$ cat src/design/aesRoundPkg.sv
`default_nettype none

package aesRoundPkg;

    ////////////////////////////////////////////////////////////
    // Block views
    ////////////////////////////////////////////////////////////

    // Byte r+4c is row r, column c
    // Word i carries bytes 4i..4i+3 with byte 4i in the low bits
    typedef union packed {
        logic [15:0][7:0] bytes;
        logic [3:0][31:0] words;
    } aesBlock_u;

    // Start request from the register file into the lanes
    typedef struct packed {
        logic      valid;
        aesBlock_u state;
        aesBlock_u key;
    } roundReq_t;

    // One substituted byte per lane
    typedef struct packed {
        logic       valid;
        logic [7:0] subByte;
    } laneOut_t;

    // Shifted block back to the register file
    typedef struct packed {
        logic      valid;
        aesBlock_u result;
    } roundRsp_t;

    ////////////////////////////////////////////////////////////
    // AXI4-Lite map
    ////////////////////////////////////////////////////////////

    localparam logic [1:0] RESP_OKAY   = 2'd0;
    localparam logic [1:0] RESP_SLVERR = 2'd2;

    // Byte offsets with bits above 5 held at zero
    localparam logic [5:0] STATE_BASE  = 6'h00;
    localparam logic [5:0] KEY_BASE    = 6'h10;
    localparam logic [5:0] CTRL_ADDR   = 6'h20;
    localparam logic [5:0] STATUS_ADDR = 6'h24;
    localparam logic [5:0] RESULT_BASE = 6'h30;

endpackage

`default_nettype wire

$ cat src/design/aesByteLane.sv
`default_nettype none

module aesByteLane import aesRoundPkg::*; (
    input  wire logic       clock,
    input  wire logic       arstN,
    input  wire logic       valid,
    input  wire logic [7:0] stateByte,
    input  wire logic [7:0] keyByte,
    output laneOut_t        out
);

    ////////////////////////////////////////////////////////////
    // GF(2^8) arithmetic modulo 0x11B
    ////////////////////////////////////////////////////////////

    // Shift and add multiply with reduction per step
    function automatic logic [7:0] gfMul(input logic [7:0] a, input logic [7:0] b);
        logic [7:0] acc;
        logic [7:0] shifted;
        acc     = '0;
        shifted = a;
        for (int bitIdx = 0; bitIdx < 8; bitIdx++) begin
            if (b[bitIdx]) begin
                acc = acc ^ shifted;
            end
            // xtime
            shifted = {shifted[6:0], 1'b0} ^ (shifted[7] ? 8'h1B : 8'h00);
        end
        gfMul = acc;
    endfunction

    // x^254 is the inverse, and zero stays zero
    function automatic logic [7:0] gfInverse(input logic [7:0] x);
        logic [7:0] power;
        logic [7:0] acc;
        power = x;
        acc   = 8'h01;
        // Product of x^2, x^4 ... x^128
        for (int step = 1; step < 8; step++) begin
            power = gfMul(power, power);
            acc   = gfMul(acc, power);
        end
        gfInverse = acc;
    endfunction

    // Affine map as the sum of four left rotations plus 0x63
    function automatic logic [7:0] affine(input logic [7:0] a);
        logic [7:0] rot1;
        logic [7:0] rot2;
        logic [7:0] rot3;
        logic [7:0] rot4;
        rot1   = {a[6:0], a[7]};
        rot2   = {a[5:0], a[7:6]};
        rot3   = {a[4:0], a[7:5]};
        rot4   = {a[3:0], a[7:4]};
        affine = a ^ rot1 ^ rot2 ^ rot3 ^ rot4 ^ 8'h63;
    endfunction

    ////////////////////////////////////////////////////////////
    // Datapath
    ////////////////////////////////////////////////////////////

    logic [7:0] keyed;
    logic [7:0] inverted;
    logic [7:0] substituted;

    // AddRoundKey
    assign keyed = stateByte ^ keyByte;

    // SubBytes
    assign inverted    = gfInverse(keyed);
    assign substituted = affine(inverted);

    // One cycle of latency
    always_ff @(posedge clock or negedge arstN) begin
        if (!arstN) begin
            out <= '0;
        end else begin
            out.valid   <= valid;
            out.subByte <= substituted;
        end
    end

endmodule

`default_nettype wire

$ cat config.mk
export PLATFORM = sky130hd
export DESIGN_NAME = aesByteLane
export DESIGN_NICKNAME = d
export VERILOG_FILES = /design/src/design/aesRoundPkg.sv /design/src/design/aesByteLane.sv
export SDC_FILE = /design/constraint.sdc
export NUM_CORES = 1
export LEC_CHECK = 0
export BUFFER_PORTS_ARGS = -buffer_cell sky130_fd_sc_hd__buf_2
export CAP_MARGIN = 20
export CORE_ASPECT_RATIO = 1.1
export CORE_MARGIN = 5
export CORE_UTILIZATION = 50
export CTS_CLUSTER_SIZE = 24
export DETAILED_ROUTE_END_ITERATION = 12
export GPL_TIMING_DRIVEN = 0
export HOLD_SLACK_MARGIN = 0.1
export PLACE_DENSITY_LB_ADDON = 0.15
export SYNTH_ARGS = -nofsm -noshare
export SYNTH_HDL_FRONTEND = slang
export SYNTH_SLANG_ARGS = --single-unit
export TNS_END_PERCENT = 20
$ cat constraint.sdc
create_clock -name clock -period 0.8 [get_ports clock]
set_input_delay 0.08 -clock clock [delete_from_list [all_inputs] [get_ports clock]]
set_output_delay 0.08 -clock clock [all_outputs]
set_load 0.05 [all_outputs]
==> impl_metrics.py <==
metrics = {
    "status": {
        "status": "complete, but fails checks",
        "violations": "setup timing",
    },
    "timing": {
        "setup_slack_ps": -13030,
        "relSlewSlack_pct": 22.77,
        "tns_ps": -104000,
        "timing.fmax_mhz": 72.33,
        "fin_crit_ps": 13830,
        "slew_viol_final": 0,
        "period_share_pct": 1728,
        "max_slew.worst_pin.slew_ps": 1150,
        "finalHoldViolCount": 0,
        "rsz0062_at_grt": "yes",
        "finalSetupViolCount": 17,
    },
    "finish": {
        "nFillCells": 2613,
        "area_growth_pct": 28.17,
        "drive_gt1_share_pct": 30.12,
        "largest_register_ffs": 9,
        "antenna_cells": 0,
        "regMostFlops": "out",
        "largestRegisters": "out x9",
        "fin_nets": 2361,
        "fin_util_pct": 64.93,
    },
    "global_routing": {
        "grt_max_degree": 11,
        "grt_pass1_vias": 16290,
        "antenna_found_initial": 0,
        "grt_usage_pct": 28.87,
        "grt_overflow": 0,
        "grt_pass1_wl_mm": 87.40,
    },
    "routing": {
        "drt_iter0_drc": 1751,
        "vias": 17430,
        "wire_per_inst_um": 20.56,
        "drt_drc_violations_left": 0,
        "first_pass_iters": 6,
        "vias_per_cell": 6.317,
        "drt_wl_total_mm": 56.75,
        "ant_nets": 0,
    },
    "worst_setup_path": {
        "worstPathArrival_ps": 13970,
        "worst_path_max_delay_cell": "or4_4",
        "max_stage_delay_ps": 580,
        "critPathMaxFanout": 10,
        "path_common_cell": "buf_6",
        "required_ps": 940,
        "end_kind": "flop",
        "crit_type": "in2reg",
        "cp-start-kind": "primary input",
    },
    "floorplan": {
        "die_area_um2": 36530,
        "floorplan.initialDensity_pct": 50.66,
        "core-area_um2": 32370,
        "die_h_um": 200.0,
        "io_pins": 28,
        "row_count": 69,
        "die_x_um": 182.7,
    },
    "min_path": {
        "min_path_type": "in2async",
    },
    "clock_network": {
        "clockRootBuffer": "clkbuf_16",
        "cts_sinks": 9,
        "cts_max_path_buffers": 2,
        "cts_tree": "built",
        "cts-buffers-inserted": 3,
        "path_clk_slew_ps": 40,
        "htreeDepth": 1,
    },
    "synth": {
        "synth_edf_count": 0,
        "synth-main-ff-cell": "dfrtp_1",
        "synth_area_leaders": "xnor2_1, xnor3_1, nor2_1, xor2_1, nand2_1",
        "yosysSeqAreaShare_pct": 1.373,
        "synthCells": 2112,
        "synthDistinctLibCells": 110,
        "yosysTopAreaCell": "xnor2_1",
        "synth_top_area_share_pct": 18.96,
        "synth_common_cells": "xnor2_1, nor2_1, nand2_1",
        "synth_most_common_cell": "xnor2_1",
        "syn-num-nets": 2138,
        "synth_warnings": 0,
        "synth-seq-cells": 9,
        "syn-mean-instance-area_um2": 7.765,
        "synth_area_um2": 16400,
        "async_flop_share_pct": 100.0,
    },
    "placement": {
        "place.gp.congestion": 0.9289,
        "dp.final_hpwl_mm": 39.18,
        "pre_cts_ws_ps": -15570,
        "port_buffers": 27,
    },
    "job": {
        "cap_violations": 0,
    },
}
[worst max path at each step]
stage	endpoint	depth (start not counted)	slack (ps)	startpoint
floorplan	out[2]$_DFF_PN0_	63	-12670	stateByte[7]
finish	out[7]$_DFF_PN0_	61	-13030	keyByte[7]
CTS	out[2]$_DFF_PN0_	62	-12760	keyByte[7]
global placement	out[6]$_DFF_PN0_	64	-15450	stateByte[7]
detailed placement	out[6]$_DFF_PN0_	63	-15570	stateByte[7]
global route	out[7]$_DFF_PN0_	62	-13390	keyByte[7]
[kinds of logic after synthesis]
kind of cell,after synthesis,share of synthesized area [%]
AND/OR/NAND/NOR,801,22.64
XOR/XNOR,625,46.25
AO/OA/AOI/OAI,427,18.20
buffers and inverters,163,5.935
multiplexers,80,5.066
flip-flops,9,1.373
adder cells (fa/ha/maj),7,0.5340
[critical path: cells and delay by family]
family          cells  cell delay [ps]
simple gates       14             3440
fa+ha+maj           2              550
mux                 4             1100
compound gates     15             3770
xor+xnor           13             3220
buf+inv            13             1780
[layout by cell type (no fill, tap or decap), drive strengths merged, types with 10 or more instances in the layout]
master	synthesis	routed
xnor2	406	407
buf	93	308
nor2	302	302
nand2	208	208
xor2	113	113
xnor3	93	93
a21oi	87	87
o21ai	86	87
nor3	76	76
mux2i	62	62
nand3	59	59
clkbuf	48	51
o22ai	37	37
and2	22	22
a211oi	22	22
a31oi	20	20
inv	21	20
o211ai	18	18
and3	18	18
mux2	18	18
or3	17	17
nor4	16	16
a22oi	14	14
or2	14	14
xor3	13	13
nand4	12	12
nor3b	11	11
a21o	10	10
o311ai	10	10
[per-layer routing]
| metal | vias up | share of wire, % | GRT usage (%) |
|---|---|---|---|
| met4 | 0 | 3.8 | 9.564 |
| met2 | 969 | 48 | 49.79 |
| met5 | - | 0 | 0 |
| li1 | 7909 | - | - |
| met1 | 8356 | 40 | 38.44 |
| met3 | 200 | 8.1 | 2.447 |
[through the flow]
| stage | hold slack (ps) | area (µm²) | instances |
|---|---|---|---|
| 3_5_place_dp | -66.38 | 17460 | 2566 |
| 6_report | 239.5 | 21020 | 2760 |
| 5_1_grt | 288.2 | 21020 | 2760 |
| 4_1_cts | 232.9 | 19930 | 2703 |
| 3_3_place_gp | -67.58 | 17450 | 2565 |
| 2_1_floorplan | -215.6 | 16780 | 2112 |
[timing repair]
| action | 4_1_cts | 5_1_grt |
|---|---|---|
| hold endpoints to repair | 10 | 0 |
| setup endpoints to repair | 17 | 17 |
| setup buffers | 131 | 59 |
| cloned | 4 | 0 |
| pin swaps | 113 | 88 |
| hold buffers | 2 | 0 |
| resized for setup | 228 | 124 |
[layout make-up]
type / instances / area [µm²] / share of cell area (%)
buffer: 137 / 1065 / 5.065
clock buffer: 4 / 78.83 / 0.3750
inverter: 22 / 91.34 / 0.4345
multi-input combinational: 1942 / 17280 / 82.19
sequential: 9 / 225.2 / 1.071
tap: 426 / 533.0 / 2.536
timing repair buffer: 220 / 1750 / 8.327
Power is not shown: default switching activity piles up to over one toggle a cycle in this logic, so the estimate is an artifact.
