### config.mk
export PLATFORM = sky130hd
export DESIGN_NAME = aesRegFile
export DESIGN_NICKNAME = d
export VERILOG_FILES = /design/src/design/aesRoundPkg.sv /design/src/design/aesRegFile.sv
export SDC_FILE = /design/constraint.sdc
export NUM_CORES = 1
export LEC_CHECK = 0
export ABC_AREA = 1
export BUFFER_PORTS_ARGS = -buffer_cell sky130_fd_sc_hd__buf_4
export CAP_MARGIN = 20
export CORE_UTILIZATION = 38
export CTS_CLUSTER_SIZE = 40
export DETAILED_ROUTE_END_ITERATION = 10
export SETUP_SLACK_MARGIN = 0.15
export SLEW_MARGIN = 20
export SYNTH_ARGS = -nofsm -noshare
export SYNTH_HDL_FRONTEND = slang
export SYNTH_SLANG_ARGS = --single-unit
### constraint.sdc
create_clock -name clock -period 1.41 [get_ports clock]
set_input_delay 0.0705 -clock clock [delete_from_list [all_inputs] [get_ports clock]]
set_output_delay 0.0705 -clock clock [all_outputs]
set_load 0.1 [all_outputs]
### src/design/aesRoundPkg.sv
`default_nettype none

package aesRoundPkg;

    ////////////////////////////////////////////////////////////
    // Block views
    ////////////////////////////////////////////////////////////

    // Byte r+4c is row r, column c
    // Word i carries bytes 4i..4i+3 with byte 4i in the low bits
    typedef union packed {
        logic [15:0][7:0] bytes;
        logic [3:0][31:0] words;
    } aesBlock_u;

    // Start request from the register file into the lanes
    typedef struct packed {
        logic      valid;
        aesBlock_u state;
        aesBlock_u key;
    } roundReq_t;

    // One substituted byte per lane
    typedef struct packed {
        logic       valid;
        logic [7:0] subByte;
    } laneOut_t;

    // Shifted block back to the register file
    typedef struct packed {
        logic      valid;
        aesBlock_u result;
    } roundRsp_t;

    ////////////////////////////////////////////////////////////
    // AXI4-Lite map
    ////////////////////////////////////////////////////////////

    localparam logic [1:0] RESP_OKAY   = 2'd0;
    localparam logic [1:0] RESP_SLVERR = 2'd2;

    // Byte offsets with bits above 5 held at zero
    localparam logic [5:0] STATE_BASE  = 6'h00;
    localparam logic [5:0] KEY_BASE    = 6'h10;
    localparam logic [5:0] CTRL_ADDR   = 6'h20;
    localparam logic [5:0] STATUS_ADDR = 6'h24;
    localparam logic [5:0] RESULT_BASE = 6'h30;

endpackage

`default_nettype wire

### src/design/aesRegFile.sv
`default_nettype none

module aesRegFile import aesRoundPkg::*; #(
    parameter int addrWidth = 8
) (
    input  wire logic                 clock,
    input  wire logic                 arstN,
    // Write address and data
    input  wire logic [addrWidth-1:0] awaddr,
    input  wire logic                 awvalid,
    output logic                      awready,
    input  wire logic [31:0]          wdata,
    input  wire logic                 wvalid,
    output logic                      wready,
    // Write response
    output logic [1:0]                bresp,
    output logic                      bvalid,
    input  wire logic                 bready,
    // Read address
    input  wire logic [addrWidth-1:0] araddr,
    input  wire logic                 arvalid,
    output logic                      arready,
    // Read data
    output logic [31:0]               rdata,
    output logic [1:0]                rresp,
    output logic                      rvalid,
    input  wire logic                 rready,
    // Round pipeline
    output roundReq_t                 req,
    input  roundRsp_t                 rsp
);

    // Upper bits zero, word aligned, and not in the 0x28..0x2F gap
    function automatic logic isMapped(input logic [addrWidth-1:0] addr);
        logic [5:0] offset;
        offset = addr[5:0];
        isMapped = ((addr >> 6) == '0) && (offset[1:0] == 2'b00)
                   && (offset[5:3] != 3'b101);
    endfunction

    aesBlock_u  stateReg;
    aesBlock_u  keyReg;
    aesBlock_u  resultReg;
    logic       done;
    logic       startPulse;

    logic       wrAccept;
    logic       wrMapped;
    logic [5:0] wrOffset;
    logic       rdAccept;
    logic       rdMapped;
    logic [5:0] rdOffset;
    logic [31:0] rdWord;

    ////////////////////////////////////////////////////////////
    // Handshakes
    ////////////////////////////////////////////////////////////

    // AW and W taken together while no B is pending
    assign wrAccept = awvalid && wvalid && !bvalid;
    assign awready  = wrAccept;
    assign wready   = wrAccept;

    // One read in flight at most
    assign rdAccept = arvalid && !rvalid;
    assign arready  = rdAccept;

    assign wrOffset = awaddr[5:0];
    assign wrMapped = isMapped(awaddr);
    assign rdOffset = araddr[5:0];
    assign rdMapped = isMapped(araddr);

    ////////////////////////////////////////////////////////////
    // Write path
    ////////////////////////////////////////////////////////////

    always_ff @(posedge clock or negedge arstN) begin
        if (!arstN) begin
            stateReg   <= '0;
            keyReg     <= '0;
            startPulse <= 1'b0;
            bvalid     <= 1'b0;
            bresp      <= RESP_OKAY;
        end else begin
            // Start lasts exactly one cycle
            startPulse <= wrAccept && wrMapped && (wrOffset == CTRL_ADDR) && wdata[0];
            if (wrAccept) begin
                bvalid <= 1'b1;
                bresp  <= wrMapped ? RESP_OKAY : RESP_SLVERR;
                if (wrMapped) begin
                    // Status and result writes fall through silently
                    if (wrOffset[5:4] == STATE_BASE[5:4]) begin
                        stateReg.words[wrOffset[3:2]] <= wdata;
                    end else if (wrOffset[5:4] == KEY_BASE[5:4]) begin
                        keyReg.words[wrOffset[3:2]] <= wdata;
                    end
                end
            end else if (bready) begin
                bvalid <= 1'b0;
            end
        end
    end

    // Sticky done where a new start wins over a finishing round
    always_ff @(posedge clock or negedge arstN) begin
        if (!arstN) begin
            done      <= 1'b0;
            resultReg <= '0;
        end else begin
            if (wrAccept && wrMapped && (wrOffset == CTRL_ADDR) && wdata[0]) begin
                done <= 1'b0;
            end else if (rsp.valid) begin
                done <= 1'b1;
            end
            if (rsp.valid) begin
                resultReg <= rsp.result;
            end
        end
    end

    assign req.valid = startPulse;
    assign req.state = stateReg;
    assign req.key   = keyReg;

    ////////////////////////////////////////////////////////////
    // Read path
    ////////////////////////////////////////////////////////////

    // Ctrl and unmapped offsets read as zero
    always_comb begin
        rdWord = '0;
        if (rdMapped) begin
            if (rdOffset[5:4] == STATE_BASE[5:4]) begin
                rdWord = stateReg.words[rdOffset[3:2]];
            end else if (rdOffset[5:4] == KEY_BASE[5:4]) begin
                rdWord = keyReg.words[rdOffset[3:2]];
            end else if (rdOffset == STATUS_ADDR) begin
                rdWord = {31'b0, done};
            end else if (rdOffset[5:4] == RESULT_BASE[5:4]) begin
                rdWord = resultReg.words[rdOffset[3:2]];
            end
        end
    end

    always_ff @(posedge clock or negedge arstN) begin
        if (!arstN) begin
            rvalid <= 1'b0;
            rdata  <= '0;
            rresp  <= RESP_OKAY;
        end else if (rdAccept) begin
            rvalid <= 1'b1;
            rdata  <= rdWord;
            rresp  <= rdMapped ? RESP_OKAY : RESP_SLVERR;
        end else if (rready) begin
            rvalid <= 1'b0;
        end
    end

endmodule

`default_nettype wire

==> out/results.env <==
OUTCOME='complete, but fails checks'
FAILED_CHECKS='negative setup slack'
GLOBAL_ROUTE.USAGE.MET1=0.372
P_LEAK_nW=15.2
SYN2LAYOUT_AREA_GROWTH_PCT=55.1
WORSTHOLDPATHTYPE='input pin to flip-flop'
WIRE_LENGTH_OF_THE_FIRST_GLOBAL_ROUTING_PASS_MM=116
CTS_TREE='yes'
SLEW_HEADROOM=0.598
SYNTHMOSTINSTANTIATEDCELL='sky130_fd_sc_hd__nand2_1'
WHS_PATH_DEPTH=2
DP_HPWL_MM=52.0
YOSYS_REGISTER_BITS=422
YS.FLOP_TYPE='sky130_fd_sc_hd__dfrtp_1'
WIRELENGTH_MM=84.6
POST_DRT_WL_PER_CELL_UM=21.6
GP_CONGESTION=0.954
CTS_ROOT_BUFFER='sky130_fd_sc_hd__clkbuf_16'
CRITPATHCAPTURETYPE='flip-flop'
NUMBER_OF_LIBRARY_CELL_TYPES_MAPPED_BY_SYNTHESIS=25
WORST_PATH_MAX_DELAY_CELL='sky130_fd_sc_hd__dfrtp_4'
POST_CTS_CLOCK_SLEW_AT_THE_LAUNCH_AND_CAPTURE_REGISTERS_OF_THE_WORST_SETUP_AND_HOLD_PATHS_PS=60
PATH_CELLS='inv_4, nand3_4, buf_6, nor2_4, nand4_4, buf_6, clkbuf_16, nand2_1, o21ai_1'
DETAILROUTE.VIA_COUNT=20300
WORST_R2R_ENDPOINT='keyReg[101]'
TIMING.FINAL.SETUP_VIOLATIONS=332
CP.BUFFERS_INVERTERS=4
STARTPOINT_TYPE='flip-flop'
WORSTSKEWPAIRLATENCY_PS=580
ROUTED_VIA_DENSITY=5.20
SYNTH_CELLS=2476
SETUP.WORST_PATH.CLASS='flip-flop to flip-flop'
WORST_CLOCK_SKEW_PS=27.7
WORSTREG2REGSTART='bvalid'
GRT.MET2_USAGE=0.460
DRT_ITER0_MARKERS=1683
FIN_HOLD_WS_PS=32.4
DIE_WIDTH_UM=229
TOTAL_CLOCK_SINKS=422
YOSYSTOPAREACELLSHARE=0.541
CTSLONGESTPATHBUFFERS=3
COUNT_OF_FLIP_FLOPS_WITH_A_BUILT_IN_ENABLE_AFTER_SYNTHESIS=0
FINAL-SEQ-AREA_UM2=10600
TIMING.FINAL.CRIT_PERIOD_PS=1770
SETUP_REPAIR_AFTER_GLOBAL_ROUTING_MISSED_ITS_MARGIN='true'
MAX-CAP-VIOLATIONS=0
N_FILL_CELL=4336
SLOWEST_DELAY_PS=490
DRT_PASS1_ITERATIONS=6
GRT_START_MAX_NET_PINS=63
HOLDCRITSTARTPOINT='rsp[128]'
DETAILEDPLACE.WORSTSLACK_PS=-186
YOSYSWARNINGCOUNT=0
SYN_AREA_UM2=19500
POWER-PER-CELL-AREA_nW_PER_UM2=996
TIMING.REG2REG.WORST_PATH_DEPTH=9
REG2REG_SLACK_PS=-360
TIMING.FINAL.WS_SETUP_PS=-356
FINAL_LAYOUT_SIZE_SUFFIX_GT1_FRAC=0.303
VDD_DROP_MAX_mV=0.909
SEQ_AREA_FRAC_SYNTH=0.541
WORST-ENDPOINT-REQUIRED_PS=1860
GRTUSAGETOTAL=0.286
CRITPATHTOPFAMILY='buffers and inverters'
USE_MET3=0.0753
DESIGN.CORE.AREA_UM2=50400
NUMCTSBUFFERS=47
DIE_HEIGHT_UM=229
FINAL_NET_COUNT=3385
MIN_TO='resultReg[120]'
MULTI_INPUT_COMB_AREA_UM2=8410
DESIGN_POWER_TOTAL_W=0.0301
SYNTH_LARGEST_AREA_CELL='sky130_fd_sc_hd__dfrtp_1'
FIN_CRIT_SH=1.25
GRT_BUSIEST_LAYER='met2'
DIE_AREA_UM2=52300
GRT_ANTENNA_BEFORE_REPAIR=1
WORST-SLEW-PIN-TRANSITION_PS=603
NUMBER_OF_PINS_EXCEEDING_THEIR_MAX_SLEW_LIMIT_IN_THE_FINAL_REPORT=0
NUMPORTBUFFERS=479
POSTLAYOUTCOREUTIL=0.601
ASYNC_FLOP_SHARE=1.00
GRT.OVERFLOW.TOTAL=0
STD_CELL_ROWS=82
CRIT_PATH_FREQUENT_CELL='sky130_fd_sc_hd__buf_6'
LAYOUT.CELLS.NON_FILLER=3909
SYNTH_AREA_LEADERS='sky130_fd_sc_hd__dfrtp_1, sky130_fd_sc_hd__nand2_1, sky130_fd_sc_hd__o21ai_0'
ANTENNA_LEFT=0
NUM_IO_PINS=482
CLOCK_TREE.HTREE_LEVEL_COUNT=2
ACHIEVABLE-FREQUENCY_MHz=566
CRITPATHARRIVALTIME_PS=2210
INITIAL_CORE_UTIL=0.388
DRCVIOLATIONCOUNT=0
DPL.CELL_COUNT=3575
SYNTHTOPCELLSBYCOUNT='sky130_fd_sc_hd__nand2_1, sky130_fd_sc_hd__dfrtp_1, sky130_fd_sc_hd__o21ai_0, sky130_fd_sc_hd__nand3_1, sky130_fd_sc_hd__inv_1'
TIMING.FINAL.HOLD_VIOLATIONS=0
SYNTH_AREA_PER_CELL_UM2=7.89
GRT_PASS1_VIAS=19400
TIMING.CRITICAL_PATH.FANOUT_MAX=5
==> metrics by stage <==
| step | setup TNS [ps] | area (um^2) |
|---|---|---|
| finish | -72540 | 30300 |
| CTS | -54290 | 28300 |
| global placement | -22380 | 24600 |
| global route | -88960 | 30300 |
| detailed placement | -28010 | 24600 |
| floorplan | -98430 | 19800 |
==> worst reg2reg max path: stages (launching register included) <==
cell and delay (ps):
sky130_fd_sc_hd__dfrtp_4 490, sky130_fd_sc_hd__inv_4 70, sky130_fd_sc_hd__nand3_4 70, sky130_fd_sc_hd__buf_6 130, sky130_fd_sc_hd__nor2_4 210, sky130_fd_sc_hd__nand4_4 190
sky130_fd_sc_hd__buf_6 200, sky130_fd_sc_hd__clkbuf_16 160, sky130_fd_sc_hd__nand2_1 50, sky130_fd_sc_hd__o21ai_1 70
==> layout make-up <==
cell class	count	share of cell area
clock inverter	6	0.00120
timing repair buffer	834	0.269
tap	672	0.0278
sequential	422	0.349
multi-input combinational	1681	0.278
clock buffer	77	0.0479
antenna	2	0.000165
inverter	215	0.0275
==> where the power goes <==
| group | leakage, nW | total [W] | switching [W] | internal [W] |
|---|---|---|---|---|
| clock network | 0.729 | 0.0120 | 0.00500 | 0.00698 |
| registers | 5.62 | 0.0129 | 0.000291 | 0.0126 |
| logic | 8.80 | 0.00526 | 0.00345 | 0.00181 |
==> layer usage <==
layer / up-vias / wire [um]
li1: 9315 / -
met1: 9873 / 33700
met4: 2 / 3380
met3: 181 / 7590
met2: 943 / 40000
met5: - / 13
==> state kept, by name, summed over array words and instances (netlist names) <==
signal,count
keyReg,128
resultReg,128
stateReg,128
rdata,32
bresp,1
bvalid,1
done,1
rresp,1
rvalid,1
startPulse,1
==> cells by family after synthesis <==
kind of cell           Yosys count  synth area share
and+or+nand+nor               1250             0.264
DFF                            422             0.541
AOI/OAI and AO/OA              409             0.105
buffers and inverters          374            0.0782
muxes                           20            0.0115
other                            1          0.000192
==> cell usage in the layout (no fill, tap or decap), types with 10 or more instances in the layout <==
| cell | synthesis | layout |
|---|---|---|
| sky130_fd_sc_hd__nand3_1 | 226 | 225 |
| sky130_fd_sc_hd__buf_8 | 0 | 10 |
| sky130_fd_sc_hd__nand2_2 | 1 | 97 |
| sky130_fd_sc_hd__buf_12 | 0 | 58 |
| sky130_fd_sc_hd__mux2_2 | 20 | 20 |
| sky130_fd_sc_hd__o21ai_1 | 80 | 195 |
| sky130_fd_sc_hd__clkbuf_1 | 75 | 16 |
| sky130_fd_sc_hd__o21ai_2 | 0 | 61 |
| sky130_fd_sc_hd__inv_1 | 211 | 208 |
| sky130_fd_sc_hd__clkbuf_8 | 0 | 12 |
| sky130_fd_sc_hd__dfrtp_1 | 422 | 420 |
| sky130_fd_sc_hd__clkbuf_16 | 0 | 75 |
| sky130_fd_sc_hd__nand2_1 | 864 | 714 |
| sky130_fd_sc_hd__nor2_1 | 140 | 134 |
| sky130_fd_sc_hd__o21ai_0 | 323 | 147 |
| sky130_fd_sc_hd__nand2_4 | 0 | 54 |
| sky130_fd_sc_hd__dlygate4sd3_1 | 0 | 186 |
| sky130_fd_sc_hd__buf_4 | 11 | 531 |
| sky130_fd_sc_hd__buf_6 | 0 | 19 |
==> worst max-delay path by stage <==
stage	cells after the start	slack, ps	from	end
3_3_place_gp	7	-170	bvalid	keyReg[115]
5_1_grt	9	-400	bvalid	keyReg[110]
3_5_place_dp	7	-190	bvalid	keyReg[106]
2_1_floorplan	6	-570	rvalid	rdata[22]
6_report	9	-360	bvalid	keyReg[101]
4_1_cts	6	-350	bvalid	awready
==> timing repair <==
item | in CTS | in global routing
hold buffers | 186 | 0
resized for setup | 44 | 304
gates cloned | 2 | 40
setup endpoints to repair | 578 | 588
buffers inserted | 10 | 11
pin swaps | 5 | 6
hold endpoints to repair | 813 | 0
(Power assumes the default switching activity.)
